### src/hdl/snd_bus_pkg.sv
/*
 * host port map of the sound block
 * port offsets, mixer register indices, DSP command codes
 */
package snd_bus_pkg;

	// offsets inside the 220h-22Fh window
	localparam logic [3:0] io_tone_data  = 4'h0; // tone chip data
	localparam logic [3:0] io_tone_addr  = 4'h1; // tone chip register select
	localparam logic [3:0] io_mix_index  = 4'h4;
	localparam logic [3:0] io_mix_data   = 4'h5;
	localparam logic [3:0] io_dsp_reset  = 4'h6; // 1 then 0 resets the DSP
	localparam logic [3:0] io_dsp_read   = 4'hA; // output byte
	localparam logic [3:0] io_dsp_write  = 4'hC; // command and data in
	localparam logic [3:0] io_dsp_status = 4'hE; // bit 7 means data waiting

	// mixer register indices
	localparam logic [7:0] mix_reset      = 8'h00;
	localparam logic [7:0] mix_vol_pair   = 8'h22; // master, nibble per side
	localparam logic [7:0] mix_vol_l      = 8'h30;
	localparam logic [7:0] mix_vol_r      = 8'h31;
	localparam logic [7:0] mix_irq_cfg    = 8'h80;
	localparam logic [7:0] mix_dma_cfg    = 8'h81;
	localparam logic [7:0] mix_irq_status = 8'h82;

	// DSP commands
	localparam logic [7:0] dsp_cmd_direct  = 8'h10; // next byte goes to the DAC
	localparam logic [7:0] dsp_cmd_irq     = 8'hF2; // raise the 8-bit irq
	localparam logic [7:0] dsp_cmd_version = 8'hE1;

	localparam logic [7:0] dsp_ready_byte = 8'hAA; // answer to a DSP reset

endpackage

### src/hdl/snd_audio_pkg.sv
/*
 * audio sample widths, tone chip register indices
 * and the two views of a tone data byte
 */
package snd_audio_pkg;

	localparam int sample_w = 16; // signed pcm sample
	localparam int tone_w   = 8;  // unsigned tone sum per side

	// tone chip register indices
	localparam logic [2:0] tone_amp0   = 3'd0;
	localparam logic [2:0] tone_freq0  = 3'd1;
	localparam logic [2:0] tone_amp1   = 3'd2;
	localparam logic [2:0] tone_freq1  = 3'd3;
	localparam logic [2:0] tone_enable = 3'd4; // bit n enables channel n

	// one data byte, read as amplitudes or as a divider
	typedef union packed {
		struct packed {
			logic [3:0] right; // upper nibble
			logic [3:0] left;
		} amp;
		logic [7:0] freq; // half period in ce ticks, minus one
	} tone_data_t;

endpackage

### src/hdl/rate_ce_gen.sv
/*
 * fractional rate clock enable
 * one ce pulse per clk_hz/out_hz cycles on average
 */
module rate_ce_gen #(
	parameter logic [27:0] clk_hz = 28'd50_000_000,
	parameter logic [27:0] out_hz = 28'd1_000_000
) (
	input  logic clk,
	input  logic rst_n,
	output logic ce
);

	logic [27:0] acc;     // phase, always below clk_hz
	logic [27:0] acc_sum;

	assign acc_sum = acc + out_hz; // no wrap while clk_hz stays under 2^27

	always_ff @(posedge clk) begin
		if (!rst_n) begin
			acc <= '0;
			ce  <= 1'b0;
		end else if (acc_sum >= clk_hz) begin
			acc <= acc_sum - clk_hz; // keep the remainder
			ce  <= 1'b1;
		end else begin
			acc <= acc_sum;
			ce  <= 1'b0;
		end
	end

endmodule

### src/hdl/tone_chip.sv
/*
 * two channel square wave tone chip
 * index/data register file, divider counters, stereo amplitude sum
 */
module tone_chip (
	input  logic                             clk,
	input  logic                             rst_n,
	input  logic                             ce,
	input  logic                             wr,
	input  logic                             a0,
	input  logic [7:0]                       wdata,
	output logic [snd_audio_pkg::tone_w-1:0] tone_l,
	output logic [snd_audio_pkg::tone_w-1:0] tone_r
);
	import snd_audio_pkg::*;

	tone_data_t        wd;
	logic [2:0]        idx;       // selected register
	logic [1:0]        en;        // channel enables
	logic [3:0]        amp_l [2];
	logic [3:0]        amp_r [2];
	logic [7:0]        freq [2];
	logic [7:0]        cnt [2];   // divider counters
	logic              sq [2];    // square outputs
	logic [tone_w-1:0] sum_l;
	logic [tone_w-1:0] sum_r;

	assign wd = wdata;

	always_ff @(posedge clk) begin
		if (!rst_n) begin
			idx <= '0;
			en  <= '0; // silent until enabled
		end else if (wr) begin
			if (a0)
				idx <= wdata[2:0];
			else if (idx == tone_enable)
				en <= wdata[1:0];
		end
	end

	// amplitude and divider registers
	always_ff @(posedge clk) begin
		if (wr && !a0) begin
			case (idx)
				tone_amp0: begin
					amp_l[0] <= wd.amp.left;
					amp_r[0] <= wd.amp.right;
				end
				tone_amp1: begin
					amp_l[1] <= wd.amp.left;
					amp_r[1] <= wd.amp.right;
				end
				tone_freq0: freq[0] <= wd.freq;
				tone_freq1: freq[1] <= wd.freq;
				default: ;
			endcase
		end
	end

	for (genvar ch = 0; ch < 2; ch++) begin : g_chan
		always_ff @(posedge clk) begin
			if (!rst_n) begin
				cnt[ch] <= '0;
				sq[ch]  <= 1'b0;
			end else if (ce) begin
				if (cnt[ch] == freq[ch]) begin // freq+1 ticks per half period
					cnt[ch] <= '0;
					sq[ch]  <= ~sq[ch];
				end else begin
					cnt[ch] <= cnt[ch] + 8'd1;
				end
			end
		end
	end

	// amplitude times 8 per active channel, 240 max
	always_comb begin
		sum_l = '0;
		sum_r = '0;
		for (int ch = 0; ch < 2; ch++) begin
			if (en[ch] && sq[ch]) begin
				sum_l = sum_l + {1'b0, amp_l[ch], 3'b000};
				sum_r = sum_r + {1'b0, amp_r[ch], 3'b000};
			end
		end
	end

	always_ff @(posedge clk) begin
		if (!rst_n) begin
			tone_l <= '0;
			tone_r <= '0;
		end else if (ce) begin // outputs move on the tone tick only
			tone_l <= sum_l;
			tone_r <= sum_r;
		end
	end

endmodule

### src/hdl/dsp_dac.sv
/*
 * 8-bit DSP: reset handshake, command decoder,
 * one entry output FIFO, direct DAC sample and test irq
 */
module dsp_dac (
	input  logic                               clk,
	input  logic                               rst_n,
	input  logic                               wr,
	input  logic                               rd,
	input  logic [3:0]                         address,
	input  logic [7:0]                         wdata,
	output logic [7:0]                         rdata,
	output logic                               irq8,
	output logic [snd_audio_pkg::sample_w-1:0] sample_l,
	output logic [snd_audio_pkg::sample_w-1:0] sample_r
);
	import snd_bus_pkg::*;

	localparam logic [7:0] ver_major = 8'h04;
	localparam logic [7:0] ver_minor = 8'h05;

	logic       rst_arm;   // 1 seen on the reset port
	logic       want_data; // byte after 10h is a sample
	logic       out_valid; // output FIFO full
	logic       ver_pend;  // minor version still to come
	logic [7:0] out_data;
	logic       cmd_wr;
	logic       data_wr;
	logic       rst_load;
	logic       pop;

	assign cmd_wr   = wr && address == io_dsp_write && !want_data;
	assign data_wr  = wr && address == io_dsp_write && want_data;
	assign rst_load = wr && address == io_dsp_reset && rst_arm && !wdata[0]; // falling edge
	assign pop      = rd && address == io_dsp_read && out_valid;

	always_ff @(posedge clk) begin
		if (!rst_n) begin
			rst_arm   <= 1'b0;
			want_data <= 1'b0;
			out_valid <= 1'b0;
			ver_pend  <= 1'b0;
			irq8      <= 1'b0;
		end else begin
			if (wr && address == io_dsp_reset)
				rst_arm <= wdata[0];
			if (rst_load) begin // ready byte, drop any command in progress
				want_data <= 1'b0;
				out_valid <= 1'b1;
				ver_pend  <= 1'b0;
			end
			if (data_wr)
				want_data <= 1'b0;
			if (cmd_wr) begin
				case (wdata)
					dsp_cmd_direct: want_data <= 1'b1;
					dsp_cmd_irq:    irq8 <= 1'b1;
					dsp_cmd_version: begin
						out_valid <= 1'b1;
						ver_pend  <= 1'b1;
					end
					default: ; // unknown commands ignored
				endcase
			end
			if (pop) begin
				out_valid <= ver_pend; // refill with the minor version
				ver_pend  <= 1'b0;
			end
			if (rd && address == io_dsp_status)
				irq8 <= 1'b0; // status read acks the irq
		end
	end

	always_ff @(posedge clk) begin
		if (rst_load)
			out_data <= dsp_ready_byte;
		else if (cmd_wr && wdata == dsp_cmd_version)
			out_data <= ver_major;
		else if (pop && ver_pend)
			out_data <= ver_minor;
	end

	// unsigned byte to signed, top bit flipped, into the high byte
	always_ff @(posedge clk) begin
		if (!rst_n) begin
			sample_l <= '0;
			sample_r <= '0;
		end else if (data_wr) begin
			sample_l <= {~wdata[7], wdata[6:0], 8'h00};
			sample_r <= {~wdata[7], wdata[6:0], 8'h00}; // mono dac, same both sides
		end
	end

	always_comb begin
		case (address)
			io_dsp_read:   rdata = out_data;
			io_dsp_status: rdata = {out_valid, 7'h7F};
			default:       rdata = 8'h00; // write port always ready
		endcase
	end

endmodule

### src/hdl/mixer_regs.sv
/*
 * mixer chip: index and data registers,
 * master volume per side and registered readback
 */
module mixer_regs (
	input  logic       clk,
	input  logic       rst_n,
	input  logic       wr,
	input  logic       rd,
	input  logic [3:0] address,
	input  logic [7:0] wdata,
	input  logic       irq8,
	output logic [7:0] rdata,
	output logic [4:0] vol_l,
	output logic [4:0] vol_r
);
	import snd_bus_pkg::*;

	logic [7:0] idx;
	logic [7:0] idx_n;
	logic [4:0] vol_l_n;
	logic [4:0] vol_r_n;
	logic [7:0] mix_val; // readback for the current index

	always_comb begin
		idx_n   = idx;
		vol_l_n = vol_l;
		vol_r_n = vol_r;
		if (wr && address == io_mix_index)
			idx_n = wdata;
		if (wr && address == io_mix_data) begin
			case (idx)
				mix_reset: begin
					vol_l_n = 5'h1F; // full volume
					vol_r_n = 5'h1F;
				end
				mix_vol_pair: begin // 4-bit value, msb copied into bit 0
					vol_l_n = {wdata[7:4], wdata[7]};
					vol_r_n = {wdata[3:0], wdata[3]};
				end
				mix_vol_l: vol_l_n = wdata[7:3];
				mix_vol_r: vol_r_n = wdata[7:3];
				default: ;
			endcase
		end
	end

	always_ff @(posedge clk) begin
		if (!rst_n) begin
			idx   <= '0;
			vol_l <= 5'h1F;
			vol_r <= 5'h1F;
		end else begin
			idx   <= idx_n;
			vol_l <= vol_l_n;
			vol_r <= vol_r_n;
		end
	end

	// built from next state, so a read right after a write sees it
	always_ff @(posedge clk) begin
		case (idx_n)
			mix_vol_pair:   mix_val <= {vol_l_n[4:1], vol_r_n[4:1]};
			mix_vol_l:      mix_val <= {vol_l_n, 3'b000};
			mix_vol_r:      mix_val <= {vol_r_n, 3'b000};
			mix_irq_cfg:    mix_val <= 8'h02; // irq 5
			mix_dma_cfg:    mix_val <= 8'h22; // dma 1 and 5
			mix_irq_status: mix_val <= {7'd0, irq8};
			default:        mix_val <= 8'h00;
		endcase
	end

	// index port reads back the index, zero outside a read
	assign rdata = !rd ? 8'h00 : (address == io_mix_index) ? idx : mix_val;

endmodule

### src/hdl/sample_mix.sv
/*
 * output mixer: DSP plus tone sum,
 * then master volume as an arithmetic shift per side
 */
module sample_mix (
	input  logic                               clk,
	input  logic [snd_audio_pkg::sample_w-1:0] dsp_l,
	input  logic [snd_audio_pkg::sample_w-1:0] dsp_r,
	input  logic [snd_audio_pkg::tone_w-1:0]   tone_l,
	input  logic [snd_audio_pkg::tone_w-1:0]   tone_r,
	input  logic [4:0]                         vol_l,
	input  logic [4:0]                         vol_r,
	output logic [snd_audio_pkg::sample_w-1:0] sample_l,
	output logic [snd_audio_pkg::sample_w-1:0] sample_r
);
	import snd_audio_pkg::*;

	localparam int pad_w = sample_w - tone_w - 5; // zero fill above the tone

	logic signed [sample_w-1:0] pre_l;
	logic signed [sample_w-1:0] pre_r;

	// stage 1: dsp at quarter scale, tone up by 32, 15808 at most
	always_ff @(posedge clk) begin
		pre_l <= ($signed(dsp_l) >>> 2) + $signed({{pad_w{1'b0}}, tone_l, 5'b00000});
		pre_r <= ($signed(dsp_r) >>> 2) + $signed({{pad_w{1'b0}}, tone_r, 5'b00000});
	end

	// stage 2: vol 1Fh passes, each step down halves
	always_ff @(posedge clk) begin
		sample_l <= pre_l >>> (4'd15 - vol_l[4:1]);
		sample_r <= pre_r >>> (4'd15 - vol_r[4:1]); // right uses its own volume
	end

endmodule

### src/hdl/sound_top.sv
/*
 * sound card core: port decode, registered read mux,
 * tone tick, tone chip, DSP, mixer and output mix
 */
module sound_top #(
	parameter logic [27:0] clk_hz  = 28'd50_000_000,
	parameter logic [27:0] tone_hz = 28'd1_000_000
) (
	input  logic                               clk,
	input  logic                               rst_n,
	input  logic [3:0]                         address,
	input  logic                               read,
	input  logic                               write,
	input  logic [7:0]                         writedata,
	input  logic                               sb_cs,    // 220h-22Fh
	input  logic                               cms_en,   // tone chip present
	output logic [7:0]                         readdata,
	output logic                               irq,
	output logic [snd_audio_pkg::sample_w-1:0] sample_l,
	output logic [snd_audio_pkg::sample_w-1:0] sample_r
);
	import snd_bus_pkg::*;
	import snd_audio_pkg::*;

	logic                sb_rd;
	logic                sb_wr;
	logic                tone_sel;
	logic                mix_sel;
	logic                dsp_sel;
	logic                tone_wr;
	logic                mix_wr;
	logic                mix_rd;
	logic                dsp_wr;
	logic                dsp_rd;
	logic                ce_tone;
	logic [tone_w-1:0]   tone_l;
	logic [tone_w-1:0]   tone_r;
	logic [sample_w-1:0] dsp_sample_l;
	logic [sample_w-1:0] dsp_sample_r;
	logic [7:0]          dsp_rdata;
	logic [7:0]          mix_rdata;
	logic                irq8;
	logic [4:0]          vol_l;
	logic [4:0]          vol_r;

	assign sb_rd    = read && sb_cs;
	assign sb_wr    = write && sb_cs;
	assign tone_sel = cms_en && (address == io_tone_data || address == io_tone_addr);
	assign mix_sel  = address == io_mix_index || address == io_mix_data;
	assign dsp_sel  = address inside {io_dsp_reset, io_dsp_read, io_dsp_write, io_dsp_status};
	assign tone_wr  = sb_wr && tone_sel;
	assign mix_wr   = sb_wr && mix_sel;
	assign mix_rd   = sb_rd && mix_sel;
	assign dsp_wr   = sb_wr && dsp_sel;
	assign dsp_rd   = sb_rd && dsp_sel;
	assign irq      = irq8;

	// valid the cycle after read, tone chip has no readback
	always_ff @(posedge clk) begin
		if (mix_rd)
			readdata <= mix_rdata;
		else if (tone_sel)
			readdata <= 8'h7F;
		else
			readdata <= dsp_rdata; // 00h on unused offsets
	end

	rate_ce_gen #(
		.clk_hz (clk_hz),
		.out_hz (tone_hz)
	) i_tone_ce (
		.clk   (clk),
		.rst_n (rst_n),
		.ce    (ce_tone)
	);

	tone_chip i_tone (
		.clk    (clk),
		.rst_n  (rst_n && cms_en), // chip held in reset while disabled
		.ce     (ce_tone),
		.wr     (tone_wr),
		.a0     (address[0]),
		.wdata  (writedata),
		.tone_l (tone_l),
		.tone_r (tone_r)
	);

	dsp_dac i_dsp (
		.clk      (clk),
		.rst_n    (rst_n),
		.wr       (dsp_wr),
		.rd       (dsp_rd),
		.address  (address),
		.wdata    (writedata),
		.rdata    (dsp_rdata),
		.irq8     (irq8),
		.sample_l (dsp_sample_l),
		.sample_r (dsp_sample_r)
	);

	mixer_regs i_mixer (
		.clk     (clk),
		.rst_n   (rst_n),
		.wr      (mix_wr),
		.rd      (mix_rd),
		.address (address),
		.wdata   (writedata),
		.irq8    (irq8),
		.rdata   (mix_rdata),
		.vol_l   (vol_l),
		.vol_r   (vol_r)
	);

	sample_mix i_mix (
		.clk      (clk),
		.dsp_l    (dsp_sample_l),
		.dsp_r    (dsp_sample_r),
		.tone_l   (tone_l),
		.tone_r   (tone_r),
		.vol_l    (vol_l),
		.vol_r    (vol_r),
		.sample_l (sample_l),
		.sample_r (sample_r)
	);

endmodule

### config.mk
export PLATFORM = sky130hd
export DESIGN_NAME = sound_top
export DESIGN_NICKNAME = d
export VERILOG_FILES = /design/src/hdl/snd_bus_pkg.sv /design/src/hdl/snd_audio_pkg.sv /design/src/hdl/rate_ce_gen.sv /design/src/hdl/tone_chip.sv /design/src/hdl/dsp_dac.sv /design/src/hdl/mixer_regs.sv /design/src/hdl/sample_mix.sv /design/src/hdl/sound_top.sv
export SDC_FILE = /design/constraint.sdc
export NUM_CORES = 1
export LEC_CHECK = 0
export BUFFER_PORTS_ARGS = -buffer_cell sky130_fd_sc_hd__buf_2
export CAP_MARGIN = 20
export CORE_MARGIN = 8
export CORE_UTILIZATION = 60
export CTS_CLUSTER_SIZE = 14
export DETAILED_ROUTE_END_ITERATION = 6
export PLACE_DENSITY = 0.84
export SLEW_MARGIN = 0
export SYNTH_ARGS = -nofsm -noshare
export SYNTH_HDL_FRONTEND = slang
export SYNTH_SLANG_ARGS = --single-unit
### constraint.sdc
create_clock -name clk -period 3.9 [get_ports clk]
set_clock_uncertainty 0.05 [all_clocks]
set_input_delay 0.78 -clock clk [delete_from_list [all_inputs] [get_ports clk]]
set_output_delay 0.78 -clock clk [all_outputs]
set_load 0.01 [all_outputs]
# After elaboration in Yosys (flattened, before gate mapping)
# Memory sizes are Yosys's and may differ from the RTL's.
# Cells that the tools add are included.
# word_totals
ff_bits,167
ramBits,50
inputBits,18
n_memories,5
# memory_table
name,depth,width,read_ports,rd_clocked_by_memory_dff,wr,line_no,rtl
i_tone.cnt,2,8,2,0,2,tone_chip.sv:23,logic [7:0] cnt [2];
i_tone.freq,2,8,2,0,1,tone_chip.sv:22,logic [7:0] freq [2];
i_tone.amp_l,2,4,2,0,1,tone_chip.sv:20,logic [3:0] amp_l [2];
i_tone.amp_r,2,4,2,0,1,tone_chip.sv:21,logic [3:0] amp_r [2];
i_tone.sq,2,1,2,0,2,tone_chip.sv:24,logic sq [2];
# classes
add_sub_neg,10
order_cmp,1
eq_ne,25
n_shift,2
n_mux,73
n_bitwise,11
n_reduce_logical,44
# ops
operator,count
8-bit two-way mux,13
1-bit two-way mux,49
"8-bit by 6-bit equality test with 1-bit output, second input constant",6
8-bit one-hot mux with 6 select lines,1
"8-bit equality test, second input constant",5
16-bit by 4-bit >>> shifter with 16-bit output,2
14-bit by 14-bit adder with 15-bit output,2
5-bit one-hot mux with 3 select lines,2
"28-bit by 20-bit adder with 28-bit output, second input constant",1
"28-bit by 26-bit >= comparator with 1-bit output, second input constant",1
28-bit two-way mux,1
"28-bit by 26-bit subtractor with 28-bit output, second input constant",1
1-bit logical AND,25
7-bit by 7-bit adder with 8-bit output,2
"8-bit by 1-bit adder with 8-bit output, second input constant",2
8-bit equality test,2
8-bit one-hot mux with 2 select lines,1
7-bit two-way mux,2
"4-bit by 3-bit equality test with 1-bit output, second input constant",3
"4-bit equality test, second input constant",3
5-bit two-way mux,2
"8-bit by 5-bit equality test with 1-bit output, second input constant",1
8-bit logical NOT,1
4-bit two-way mux,2
other kinds (18),36

# Longest topological paths before layout
# Gate-level depths: netlist of run 1.
# depth
depth_word,10
ltp_mapped,13
mapped_depth_nobuf,10

# Cells and area by module
# From an unflattened synthesis of run 1, not the netlist that was laid out.
# hier_totals
hier_cells,1144
area_unflattened_um2,11203.2
# by_module_without_submodules
mod,n_inst,cells_per_inst,area_per_inst_um2
sample_mix,1,286,3275.6
tone_chip,1,236,2946.6
rate_ce_gen,1,245,1956.9
mixer_regs,1,218,1609.0
dsp_dac,1,122,1073.5
sound_top,1,37,341.6

# Worst setup path before layout of run 1
# Ideal clock, no wire load.
# synth_path
path_kind,input-to-reg
startpoint,input port address[2]
endpoint,"memory i_tone.amp_l[1][0], in the netlist i_tone.amp_l[0][4] (enable)"
setup_ns,0.385
arrival_time_ns,2.476
t_required_ns,3.465
setup_slack_ns,0.989
cell_stages,4
n_path_buf,0
cell_sequence,or4b_2 -> nor3_1 -> nand2b_1 -> nor3b_1
# synth_via
elab_chain_len,9
word_cells_on_any_way,13
cone_classes,1 x eq/ne; 6 x mux; 6 x reduce/logical
# synth_rtl
item,line_no,rtl
start: declaration,sound_top.sv:11,"input logic [3:0] address,"
4-bit by 1-bit equality test with 1-bit output or 4-bit logical NOT (tied branches),sound_top.sv:48,assign tone_sel = cms_en && (address == io_tone_data || address == io_tone_addr);
1-bit logical OR (*),sound_top.sv:48,
1-bit logical AND (*),sound_top.sv:48,
1-bit logical AND (*),sound_top.sv:51,assign tone_wr = sb_wr && tone_sel;
1-bit logical AND (*),tone_chip.sv:44,if (wr && !a0) begin
1-bit two-way mux,tone_chip.sv:44,
1-bit two-way mux (not written as such),tone_chip.sv:51,amp_l[1] <= wd.amp.left;
4-bit OR reduction (no line),n/a,
1-bit two-way mux (no line),n/a,
end: declaration,tone_chip.sv:20,
# Mark *: on every way between the ends. The rest lies on a longest branch, timed or not.

# Final worst setup path of run 1
# layout_path
startpoint,register i_tone_ce.acc[6]
endpoint,register i_tone_ce.acc[19]
# layout_via
elab_chain_len,3
word_cells_on_any_way,4
cone_classes,2 x add/sub; 1 x order compare; 1 x mux
# layout_rtl
item,line_no,rtl
start: declaration,rate_ce_gen.sv:14,logic [27:0] acc;
start signal: assignment,rate_ce_gen.sv:24,acc <= acc_sum - clk_hz;
start signal: assignment,rate_ce_gen.sv:27,acc <= acc_sum;
28-bit by 20-bit adder with 28-bit output (*),rate_ce_gen.sv:17,assign acc_sum = acc + out_hz;
28-bit by 26-bit subtractor with 28-bit output or 28-bit by 26-bit >= comparator with 1-bit output (tied branches),"rate_ce_gen.sv:24, rate_ce_gen.sv:23",
28-bit two-way mux (*),rate_ce_gen.sv:23,end else if (acc_sum >= clk_hz) begin
# Marked as above.
# A chain may end at the register's enable or synchronous reset.

==> key figures, run 1 <==
Routing
  • Post-route antenna net violation count: 0
  • Iteration count of the initial detailed-routing pass: 6
  • Iter 0 DRT Violations: 465
  • Via count: 7454
  • Average wire per cell in the routed design: 17.5 um
  • Number of remaining DRC errors: 0
  • Post-detailed-routing wire length: 21300 um
  • Number of vias per cell: 6.12

STA
  • Relative slew margins: 42.2%
  • Minimum clock period after layout: 3.38 ns
  • Hold violation count in the final report: 0
  • Transition at the pin with the smallest max-transition slack: 0.864 ns
  • Setup violation total in the final timing report: 0
  • Setup total negative slack: 0 ns
  • Count of pins over their slew limit: 0
  • RSZ-0062 raised after global routing: false
  • Highest clock rate: 296 MHz
  • Final worst-path cycle share: 86.7%

Global routing
  • Largest net degree at the start of global routing: 24
  • Via count of the first global-routing pass: 7153
  • Remaining global-route overflow: 0
  • Antenna violations before repair: 1
  • Overall track demand over capacity in global routing: 21.8%
  • Global-route wire length before repair: 34900 um

Clock network
  • Insertion delay to the later sink of the worst-skew pair: 0.43 ns
  • Maximum root-to-sink buffer count: 2
  • Number of levels the H-tree was split into: 4
  • CTS Sinks: 186
  • Clock buffers created by TritonCTS: 17
  • Quantity of gates resized following cts: 0
  • TritonCTS clock tree: yes
  • Post-CTS setup buffer count: 0
  • Number of hold-repair buffers added at the cts stage: 0
  • Reg clk slew, reported paths: 0.07 ns
  • Cell chosen for the clock root: sky130_fd_sc_hd__clkbuf_16

Floorplan
  • Standard cell core area: 15100 sq um
  • Num ports: 59
  • Area enclosed by the die boundary: 19700 sq um
  • Die Ht: 140 um
  • Horiz. Die Dim: 140 um
  • Placement Rows: 45
  • Starting Density: 61.2%

Worst setup path
  • Worst EP required: 4.17 ns
  • Critical path buffer and inverter count: 0
  • FF-to-FF path depth: 9
  • Stages on the worst setup path: 9
  • Largest stage delay on the critical path: 0.66 ns
  • Crit Path Class: register to register
  • Critical path data arrival time: 3.65 ns
  • Worst reg2reg path startpoint: i_tone_ce.acc[6]
  • Worst flop-to-flop path endpoint: i_tone_ce.acc[19]
  • Worst Path Max Fanout: 18
  • Startpoint type of the worst setup path: register
  • CP Capture Point: i_tone_ce.acc[19]
  • Crit path launch: i_tone_ce.acc[6]
  • Sequence of cells on the critical path: ha_1 -> a211o_4 -> and3_1 -> o22a_1 -> a31o_2 -> a31oi_1 -> o31a_1 -> o21ai_0 -> nor3b_2
  • Kind of cell with the highest combined delay on the critical path: compound AO/OA/AOI/OAI gates
  • Standard cell with the maximum stage delay on the critical path: sky130_fd_sc_hd__o31a_1
  • Endpoint class of the critical path: register
  • Setup slack, reg-to-reg: 0.52 ns

Final layout
  • Final core utilization: 67.7%
  • NumNets Final: 1061
  • Area added between synthesis and finish: 10.7%
  • Final antenna diode count: 0
  • Share of cells above drive strength 1: 13.1%

Synth
  • Cell type contributing the most total cell area after synthesis: sky130_fd_sc_hd__dfxtp_1
  • Combinational family with the most area after synthesis: simple AND/OR/NAND/NOR gates
  • Number of enable-type register cells in the synthesized netlist: 49
  • Multiplexer share of the synthesized area: 6.94%
  • Simple logic cell fraction of the synthesized area: 18.7%
  • Most frequent cell after synthesis: sky130_fd_sc_hd__dfxtp_1
  • Adder-cell share of the synthesized area: 3.97%
  • Synth Net Count: 1027
  • #FFs+latches synth: 186
  • Portion of synthesized cell area occupied by the leading cell type: 29.6%
  • Count of mapped cells out of synthesis: 982
  • Parity-gate share of the synthesized area counting xor and xnor cells: 6.21%
  • Warnings, synthesis: 0
  • Fraction of the mapped netlist area in compound gates: 14.9%
  • Distinct cell type count of the synthesized netlist: 77
  • Post-synth ARST share: 0%
  • Part of the Yosys area used for sequential elements: 45.5%
  • Top cell types by occurrence after synthesis: sky130_fd_sc_hd__dfxtp_1 (137), sky130_fd_sc_hd__nor2_1 (96), sky130_fd_sc_hd__nand2_1 (84), sky130_fd_sc_hd__a21oi_1 (68), sky130_fd_sc_hd__mux2i_1 (53)
  • Most used flip-flop cell after synthesis: sky130_fd_sc_hd__dfxtp_1
  • Summed instance area of the synthesized netlist: 9270 sq um
  • Syn_area_per_cell: 9.44 sq um
  • Leading cell types by total area after synthesis: sky130_fd_sc_hd__dfxtp_1 (30%), sky130_fd_sc_hd__edfxtp_1 (16%), sky130_fd_sc_hd__mux2i_1 (5.7%)

Hold path
  • Class of the most critical hold timing path: register to register

Pwr
  • Peak supply drop: 0.429 mV
  • Static Leakage: 0.00430 uW
  • Power density normalized to cell area: 522 nW/um^2

Job
  • Count of max-cap constraint violations: 0

Placed design
  • GPL Wtd Cong: 0.894
  • Buffers added on ports: 58
  • Hpwl dp: 14700 um

Run status
  • Run status: finished clean
## per-stage QoR
| step | hold WS (ns) | power, uW | worst slack, ns | cells | instance area, sq um |
|---|---|---|---|---|---|
| detailed placement | 0.292 | 3590 | 0.553 | 1185 | 9630 |
| CTS | 0.304 | 5360 | 0.532 | 1217 | 10300 |
| floorplan | 0.279 | 3350 | 0.989 | 982 | 9270 |
| global route | 0.320 | 5610 | 0.321 | 1217 | 10300 |
| finish | 0.307 | 5360 | 0.520 | 1217 | 10300 |
| global placement | 0.288 | 3560 | 0.687 | 1185 | 9630 |
## registers in the layout, indices dropped and copies added (netlist names), 2 cells and up
name / cells
i_tone_ce.acc: 22
i_mix.sample_l: 16
i_tone.cnt: 16
i_mixer.vol_r: 5
i_mix.pre_l: 7
i_mix.pre_r: 9
i_tone.sq: 2
i_tone.amp_l: 8
i_tone.tone_l: 5
readdata: 8
i_tone.amp_r: 8
i_tone.en: 2
i_tone.idx: 3
i_mixer.idx: 8
i_mix.sample_r: 16
i_tone.tone_r: 5
i_mixer.vol_l: 5
i_tone.freq: 16
i_dsp.out_data: 3
i_mixer.mix_val: 8
i_dsp.sample_l: 8
## per-layer routing
| layer | track usage (%) | routed length [um] | vias up |
|---|---|---|---|
| met5 | 0 | 8 | - |
| met4 | 10.0 | 634 | 2 |
| met3 | 4.83 | 1400 | 56 |
| met2 | 37.2 | 10400 | 295 |
| met1 | 25.6 | 8780 | 3514 |
| li1 | - | - | 3587 |
## final cells by class
cell class | count | area, sq um
clock buffers | 22 | 528
flip-flops and latches | 186 | 4210
well taps | 188 | 235
multi-input cells | 712 | 4710
repair buffers | 64 | 335
fillers | 1147 | 4890
inverters | 35 | 131
clock inverters | 10 | 100
## report_power, final
part | internal (uW) | leakage (uW) | switching, uW
sequential | 2130 | 0.00159 | 209
combinational | 520 | 0.00241 | 720
clock | 1040 | 0.000308 | 741
## cell usage in the layout, fill, tap and decap left out, drive strengths merged, types with 7 or more instances in the layout
cell,instances
a211oi,11
a21o,11
a21oi,69
a31o,7
a31oi,10
and3,20
buf,64
clkbuf,22
dfxtp,137
edfxtp,49
ha,23
inv,37
mux2,8
mux2i,53
nand2,84
nand2b,8
nand3,45
nand4,11
nor2,98
nor2b,16
nor3,29
nor3b,8
nor4,8
o21a,7
o21ai,39
o22ai,9
xnor2,39
xor2,25
## how the worst min path moves through the flow
| stage | start | to | cells past startpoint |
|---|---|---|---|
| 2_1_floorplan | i_mix.pre_l[14] | i_mix.sample_l[15] | 0 |
| 3_3_place_gp | i_dsp.sample_l[9] | i_mix.pre_r[7] | 0 |
| 3_5_place_dp | i_dsp.sample_l[9] | i_mix.pre_r[7] | 0 |
| 4_1_cts | i_dsp.sample_l[9] | i_mix.pre_r[7] | 0 |
| 5_1_grt | i_dsp.sample_l[9] | i_mix.pre_r[7] | 0 |
| 6_report | i_dsp.sample_l[9] | i_mix.pre_r[7] | 0 |
## kinds of logic after synthesis
logic type                 count (synthesis)
and+or+nand+nor                          351
buffers and inverters                     84
DFF                                      186
AOI/OAI and AO/OA                        208
adders and majority gates                 27
xor gates and xnor gates                  64
muxes                                     62
No activity file was read; power rests on OpenSTA's default activity.
==> inputs of run 2 (changes only) <==
--- a/config.mk
+++ b/config.mk
@@ -11,8 +11,9 @@
 export CORE_UTILIZATION = 60
 export CTS_CLUSTER_SIZE = 14
 export DETAILED_ROUTE_END_ITERATION = 6
-export PLACE_DENSITY = 0.84
+export PLACE_DENSITY = 0.83
 export SLEW_MARGIN = 0
 export SYNTH_ARGS = -nofsm -noshare
 export SYNTH_HDL_FRONTEND = slang
+export SYNTH_HIERARCHICAL = 1
 export SYNTH_SLANG_ARGS = --single-unit
==> key figures, run 2 <==
Floorplan
  • Num ports: 59 (unchanged)
  • Placement Rows: 50 (+11%)
  • Horiz. Die Dim: 152 um (+8.7%)
  • Die Ht: 152 um (+8.7%)
  • Area enclosed by the die boundary: 23200 sq um (+18%)
  • Starting Density: 60.3% (-0.85 points)
  • Standard cell core area: 18500 sq um (+22%)

Clock network
  • Clock buffers created by TritonCTS: 17 (unchanged)
  • Cell chosen for the clock root: sky130_fd_sc_hd__clkbuf_16
  • Maximum root-to-sink buffer count: 2 (unchanged)
  • TritonCTS clock tree: yes
  • Number of hold-repair buffers added at the cts stage: 0 (unchanged)
  • CTS Sinks: 198 (+6.5%)
  • Reg clk slew, reported paths: 0.08 ns (about the same)
  • Insertion delay to the later sink of the worst-skew pair: 0.44 ns (about the same)
  • Number of levels the H-tree was split into: 4 (unchanged)
  • Quantity of gates resized following cts: 0 (unchanged)
  • Post-CTS setup buffer count: 0 (unchanged)

Final layout
  • NumNets Final: 1200 (+13%)
  • Fillcell total: 1492 (+30%)
  • Share of cells above drive strength 1: 12.6% (-0.55 points)
  • Area added between synthesis and finish: 6.33%
  • Most common library cell in the layout ignoring fill and taps: sky130_fd_sc_hd__dfxtp_1
  • Register bank with the most flops: i_tone_ce/acc
  • Area of combinational cells with multiple inputs: 6030 sq um (+28%)
  • Flip-flop count of the largest register after layout: 22 (unchanged)
  • Commonest non-fill, non-tap cells in the layout: sky130_fd_sc_hd__dfxtp_1 (149), sky130_fd_sc_hd__nand2_1 (117), sky130_fd_sc_hd__nor2_1 (81)
  • FF+latch area: 4450 sq um (+5.7%)
  • Top Registers: i_tone_ce/acc x22, i_tone/cnt x16, i_tone/freq x16

Pwr
  • Static Leakage: 0.00508 uW (+18%)
  • Power density normalized to cell area: 471 nW/um^2 (-9.9%)
  • Peak supply drop: 0.336 mV (-22%)

Synth
  • Warnings, synthesis: 6 (+6)
  • Count of mapped cells out of synthesis: 1140 (+16%)
  • Summed instance area of the synthesized netlist: 11200 sq um (+21%)
  • Syn_area_per_cell: 9.80 sq um (+3.9%)

Worst setup path
  • Critical path data arrival time: 3.76 ns (+0.11 ns)
  • FF-to-FF path depth: 10 (+1)
  • Crit Path Class: register to register
  • Startpoint type of the worst setup path: register
  • Setup slack, reg-to-reg: 0.43 ns (-0.09 ns)
  • Worst reg2reg path startpoint: i_tone_ce/acc[6]
  • Worst flop-to-flop path endpoint: i_tone_ce/acc[11]
  • Worst EP required: 4.19 ns (+0.02 ns)
  • Worst Path Max Fanout: 22 (+4)
  • Endpoint class of the critical path: register

STA
  • Highest clock rate: 288 MHz (-2.7%)
  • Setup total negative slack: 0 ns (unchanged)
  • RSZ-0062 raised after global routing: false
  • Hold violation count in the final report: 0 (unchanged)
  • Final worst-path cycle share: 89.1% (+2.4 points)
  • Relative slew margins: 36.9% (-5.3 points)
  • Setup violation total in the final timing report: 0 (unchanged)
  • Transition at the pin with the smallest max-transition slack: 0.945 ns (+0.0806 ns)
  • Minimum clock period after layout: 3.47 ns (+0.0946 ns)
  • Worst-case setup margin in the final layout: 0.426 ns (-0.0946 ns)
  • Count of pins over their slew limit: 0 (unchanged)

Global routing
  • Remaining global-route overflow: 0 (unchanged)
  • Antenna violations before repair: 2 (+1)
  • Global-route wire length before repair: 39200 um (+12%)
  • Largest net degree at the start of global routing: 37 (+54%)
  • Overall track demand over capacity in global routing: 20.2% (-1.6 points)
  • Via count of the first global-routing pass: 8021 (+12%)

Placed design
  • Place WS: 0.584 ns (+0.0307 ns)
  • Hpwl dp: 16600 um (+13%)
  • GPL Wtd Cong: 0.928 (+3.8%)
  • Buffers added on ports: 58 (unchanged)

Routing
  • Via count: 8441 (+13%)
  • Number of vias per cell: 6.04 (-1.4%)
  • Post-detailed-routing wire length: 23700 um (+11%)
  • Number of remaining DRC errors: 0 (unchanged)
  • Average wire per cell in the routed design: 16.9 um (-3.1%)
  • Iteration count of the initial detailed-routing pass: 5 (-1)
  • Iter 0 DRT Violations: 610 (+31%)
  • Post-route antenna net violation count: 0 (unchanged)

Hold path
  • Class of the most critical hold timing path: register to register
  • Cell depth of the worst hold path: 2 (+2)
  • Worst Min Path Start: i_tone/idx[1]
  • Hold endpoint: i_tone/idx[1]

Run status
  • Run status: finished clean

Job
  • Count of max-cap constraint violations: 0 (unchanged)
-- run 2: cell type report --
type / instances / area share (%)
Multi-Input combinational cell: 827 / 50.8
Sequential cell: 198 / 37.5
Clock buffer: 17 / 3.58
Timing Repair Buffer: 64 / 2.82
Tap cell: 234 / 2.46
Clock inverter: 15 / 1.51
Inverter: 41 / 1.30
Antenna cell: 2 / 0.0421
-- run 2: layer usage --
metal	track usage (%)	share of wire [%]	up-vias
met5	0	0	-
met4	7.92	2.6	0
met3	4.11	5.2	51
met2	34.4	48	264
met1	24.7	44	4008
li1	-	-	4118
-- run 2: how the worst max path moves through the flow --
stage	end	cells past startpoint	start
floorplan	i_tone_ce/acc[23]	10	i_tone_ce/acc[6]
global placement	i_tone_ce/acc[10]	10	i_tone_ce/acc[6]
detailed placement	i_tone_ce/acc[10]	10	i_tone_ce/acc[6]
CTS	i_tone_ce/acc[11]	10	i_tone_ce/acc[6]
global route	i_tone_ce/acc[11]	10	i_tone_ce/acc[6]
finish	i_tone_ce/acc[11]	10	i_tone_ce/acc[6]
-- run 2: metrics by stage --
stage / area [sq um] / hold WS, ns / std cells / power (uW) / util, %
detailed placement: 11300 / 0.422 / 1364 / 3780 / 60.9
floorplan: 11200 / 0.279 / 1156 / 3540 / -
finish: 11900 / 0.433 / 1398 / 5590 / 64.2
global route: 11900 / 0.469 / 1398 / 5860 / 64.2
global placement: 11300 / 0.401 / 1364 / 3750 / 60.9
CTS: 11900 / 0.433 / 1396 / 5600 / 64.1
-- run 2: where the power goes --
group / switching, uW / internal (uW) / leakage [uW]
combinational: 772 / 529 / 0.00309
clock: 841 / 974 / 0.000292
sequential: 227 / 2250 / 0.00170
total: 1840 / 3750 / 0.00508
-- run 2: critical path, stage by stage, from the launching register on --
cell and delay (ns):
sky130_fd_sc_hd__dfxtp_1 0.38, sky130_fd_sc_hd__ha_1 0.35, sky130_fd_sc_hd__nand2b_1 0.20, sky130_fd_sc_hd__or4_4 0.49, sky130_fd_sc_hd__a311oi_2 0.24, sky130_fd_sc_hd__o21ai_2 0.14
sky130_fd_sc_hd__o31ai_4 0.31, sky130_fd_sc_hd__a41oi_4 0.36, sky130_fd_sc_hd__buf_4 0.30, sky130_fd_sc_hd__o31ai_1 0.29, sky130_fd_sc_hd__nor3b_1 0.25
==> inputs of run 3 (changes only) <==
--- a/config.mk
+++ b/config.mk
@@ -9,9 +9,11 @@
 export CAP_MARGIN = 20
 export CORE_MARGIN = 8
 export CORE_UTILIZATION = 60
+export CTS_BUF_LIST = sky130_fd_sc_hd__clkbuf_16
 export CTS_CLUSTER_SIZE = 14
 export DETAILED_ROUTE_END_ITERATION = 6
-export PLACE_DENSITY = 0.83
+export PLACE_DENSITY = 0.78
+export SKIP_LAST_GASP = 1
 export SLEW_MARGIN = 0
 export SYNTH_ARGS = -nofsm -noshare
 export SYNTH_HDL_FRONTEND = slang
==> key figures, run 3 (same netlist as run 2, synthesis figures left out) <==
Run status
  • Run status: finished clean

Worst setup path
  • Largest stage delay on the critical path: 0.49 ns (about the same)
  • Endpoint class of the critical path: register
  • Sequence of cells on the critical path: ha_1 -> nand2b_1 -> or4_4 -> a311oi_2 -> o21ai_2 -> o31ai_4 -> a41oi_4 -> buf_4 -> or3_1 -> a21oi_1
  • Critical path buffer and inverter count: 1 (unchanged)
  • Critical path data arrival time: 3.57 ns (-0.19 ns)
  • Worst flop-to-flop path endpoint: i_tone_ce/acc[14]
  • Standard cell with the maximum stage delay on the critical path: sky130_fd_sc_hd__or4_4
  • Worst reg2reg path startpoint: i_tone_ce/acc[6]
  • Worst Path Max Fanout: 17 (-23%)
  • Startpoint type of the worst setup path: register
  • Kind of cell with the highest combined delay on the critical path: compound AO/OA/AOI/OAI gates
  • Setup slack, reg-to-reg: 0.63 ns (+0.21 ns)
  • Crit Path Class: register to register
  • FF-to-FF path depth: 10 (unchanged)
  • Worst EP required: 4.20 ns (about the same)

Clock network
  • Number of levels the H-tree was split into: 4 (unchanged)
  • CTS Sinks: 198 (unchanged)
  • Post-CTS setup buffer count: 0 (unchanged)
  • Number of hold-repair buffers added at the cts stage: 0 (unchanged)
  • TritonCTS clock tree: yes
  • Maximum root-to-sink buffer count: 2 (unchanged)
  • Cell chosen for the clock root: sky130_fd_sc_hd__clkbuf_16
  • Quantity of gates resized following cts: 0 (unchanged)
  • Reg clk slew, reported paths: 0.07 ns (about the same)
  • Insertion delay to the later sink of the worst-skew pair: 0.43 ns (about the same)
  • Clock buffers created by TritonCTS: 17 (unchanged)

Global routing
  • Via count of the first global-routing pass: 7821 (-2.5%)
  • Overall track demand over capacity in global routing: 19.7% (-0.49 points)
  • Antenna violations before repair: 0 (-2)
  • Largest net degree at the start of global routing: 37 (unchanged)
  • Remaining global-route overflow: 0 (unchanged)
  • Global-route wire length before repair: 38400 um (-2.0%)

Final layout
  • Most common library cell in the layout ignoring fill and taps: sky130_fd_sc_hd__dfxtp_1
  • Top Registers: i_tone_ce/acc x22, i_tone/cnt x16, i_tone/freq x16
  • Final antenna diode count: 0 (-2)
  • Area added between synthesis and finish: 5.91%
  • Flip-flop count of the largest register after layout: 22 (unchanged)
  • Share of cells above drive strength 1: 12.6% (unchanged)
  • Fillcell total: 1491 (-0.067%)
  • Register bank with the most flops: i_tone_ce/acc
  • Final core utilization: 63.9% (-0.25 points)
  • FF+latch area: 4450 sq um (unchanged)
  • Area of combinational cells with multiple inputs: 6030 sq um (unchanged)
  • NumNets Final: 1200 (unchanged)
  • Commonest non-fill, non-tap cells in the layout: sky130_fd_sc_hd__dfxtp_1 (149), sky130_fd_sc_hd__nand2_1 (117), sky130_fd_sc_hd__nor2_1 (81)

Floorplan
  • Num ports: 59 (unchanged)
  • Standard cell core area: 18500 sq um (unchanged)
  • Horiz. Die Dim: 152 um (unchanged)
  • Area enclosed by the die boundary: 23200 sq um (unchanged)
  • Placement Rows: 50 (unchanged)
  • Starting Density: 60.3% (unchanged)
  • Die Ht: 152 um (unchanged)

Hold path
  • Cell depth of the worst hold path: 2 (unchanged)
  • Class of the most critical hold timing path: register to register
  • Hold endpoint: i_dsp/rst_arm
  • Worst Min Path Start: i_dsp/rst_arm

STA
  • Minimum clock period after layout: 3.27 ns (-0.205 ns)
  • RSZ-0062 raised after global routing: false
  • Transition at the pin with the smallest max-transition slack: 0.960 ns (+0.0156 ns)
  • Hold violation count in the final report: 0 (unchanged)
  • Count of pins over their slew limit: 0 (unchanged)
  • Setup total negative slack: 0 ns (unchanged)
  • Highest clock rate: 306 MHz (+6.3%)
  • Setup violation total in the final timing report: 0 (unchanged)
  • Final worst-path cycle share: 83.8% (-5.3 points)
  • Relative slew margins: 35.9% (-1.0 points)

Routing
  • Post-route antenna net violation count: 0 (unchanged)
  • Met2 layer wire length in the routed design: 11000 um (-2.8%)
  • Number of remaining DRC errors: 0 (unchanged)
  • Post-detailed-routing wire length: 23000 um (-3.0%)
  • Average wire per cell in the routed design: 16.4 um (-2.8%)
  • Number of vias per cell: 5.96 (-1.3%)
  • Top routing layer in use: met4
  • Total length of routed met3 wires: 1240 um (+1.2%)
  • Iter 0 DRT Violations: 530 (-13%)
  • Iteration count of the initial detailed-routing pass: 5 (unchanged)
  • Wire length on met1: 10300 um (-1.9%)
  • Via count: 8317 (-1.5%)

Pwr
  • Power density normalized to cell area: 459 nW/um^2 (-2.4%)
  • Peak supply drop: 0.302 mV (-10%)
  • Static Leakage: 0.00507 uW (-0.14%)
  • Total power after layout: 5440 uW (-2.8%)

Placed design
  • GPL Wtd Cong: 0.901 (-2.9%)
  • Buffers added on ports: 58 (unchanged)
  • Hpwl dp: 16300 um (-1.9%)

Job
  • Count of max-cap constraint violations: 0 (unchanged)
## run 3: cell count changes in the layout (fill, tap and decap cells not counted)
cell,change
sky130_fd_sc_hd__bufinv_16,-2
sky130_fd_sc_hd__clkinv_4,+2
sky130_fd_sc_hd__clkinvlp_4,-2
sky130_fd_sc_hd__diode_2,-2
sky130_fd_sc_hd__clkinv_1,-1
sky130_fd_sc_hd__clkinv_2,+1
sky130_fd_sc_hd__clkinv_8,+1
sky130_fd_sc_hd__inv_1,+1
sky130_fd_sc_hd__inv_4,+1
sky130_fd_sc_hd__inv_8,-1
## run 3: area by class of cell
class,instances,share of cell area (%)
clock inverter,15,1.16
inverter,41,1.30
tap,234,2.47
multi-input combinational,827,51.0
sequential,198,37.6
timing repair buffer,64,2.83
clock buffer,17,3.59
## run 3: worst max-delay path by stage
| stage | start | to | slack [ns] | cells after the start |
|---|---|---|---|---|
| floorplan | i_tone_ce/acc[6] | i_tone_ce/acc[23] | 1.02 | 10 |
| global placement | i_tone_ce/acc[6] | i_tone_ce/acc[14] | 0.76 | 10 |
| detailed placement | i_tone_ce/acc[6] | i_tone_ce/acc[14] | 0.67 | 10 |
| CTS | i_tone_ce/acc[6] | i_tone_ce/acc[14] | 0.65 | 10 |
| global route | i_tone_ce/acc[6] | i_tone_ce/acc[20] | 0.45 | 9 |
| finish | i_tone_ce/acc[6] | i_tone_ce/acc[14] | 0.63 | 10 |
## run 3: metrics by stage
step                      worst slack, ns  instance area [sq um]  hold WS [ns]  cells
after floorplan                      1.02                  11200         0.279   1156
after global placement              0.758                  11300         0.407   1364
after detailed placement            0.670                  11300         0.422   1364
after CTS                           0.653                  11800         0.434   1396
after global routing                0.446                  11800         0.460   1396
final                               0.631                  11800         0.432   1396
## run 3: tightest hold or removal path, cell delays in order, from the launching register on
cell and delay (ns):
sky130_fd_sc_hd__dfxtp_1 0.31, sky130_fd_sc_hd__o21ai_0 0.06, sky130_fd_sc_hd__a21boi_0 0.07
## run 3: layer usage
layer  vias to the layer above  GRT usage (%)
li1                       4119              -
met1                      3913           24.5
met2                       247           33.3
met3                        38           4.20
met4                         0           6.74
met5                         -              0
## run 3: power by group
part | leakage (uW) | internal (uW) | switching, uW
combinational | 0.00309 | 529 | 764
sequential | 0.00170 | 2250 | 218
clock | 0.000285 | 848 | 827
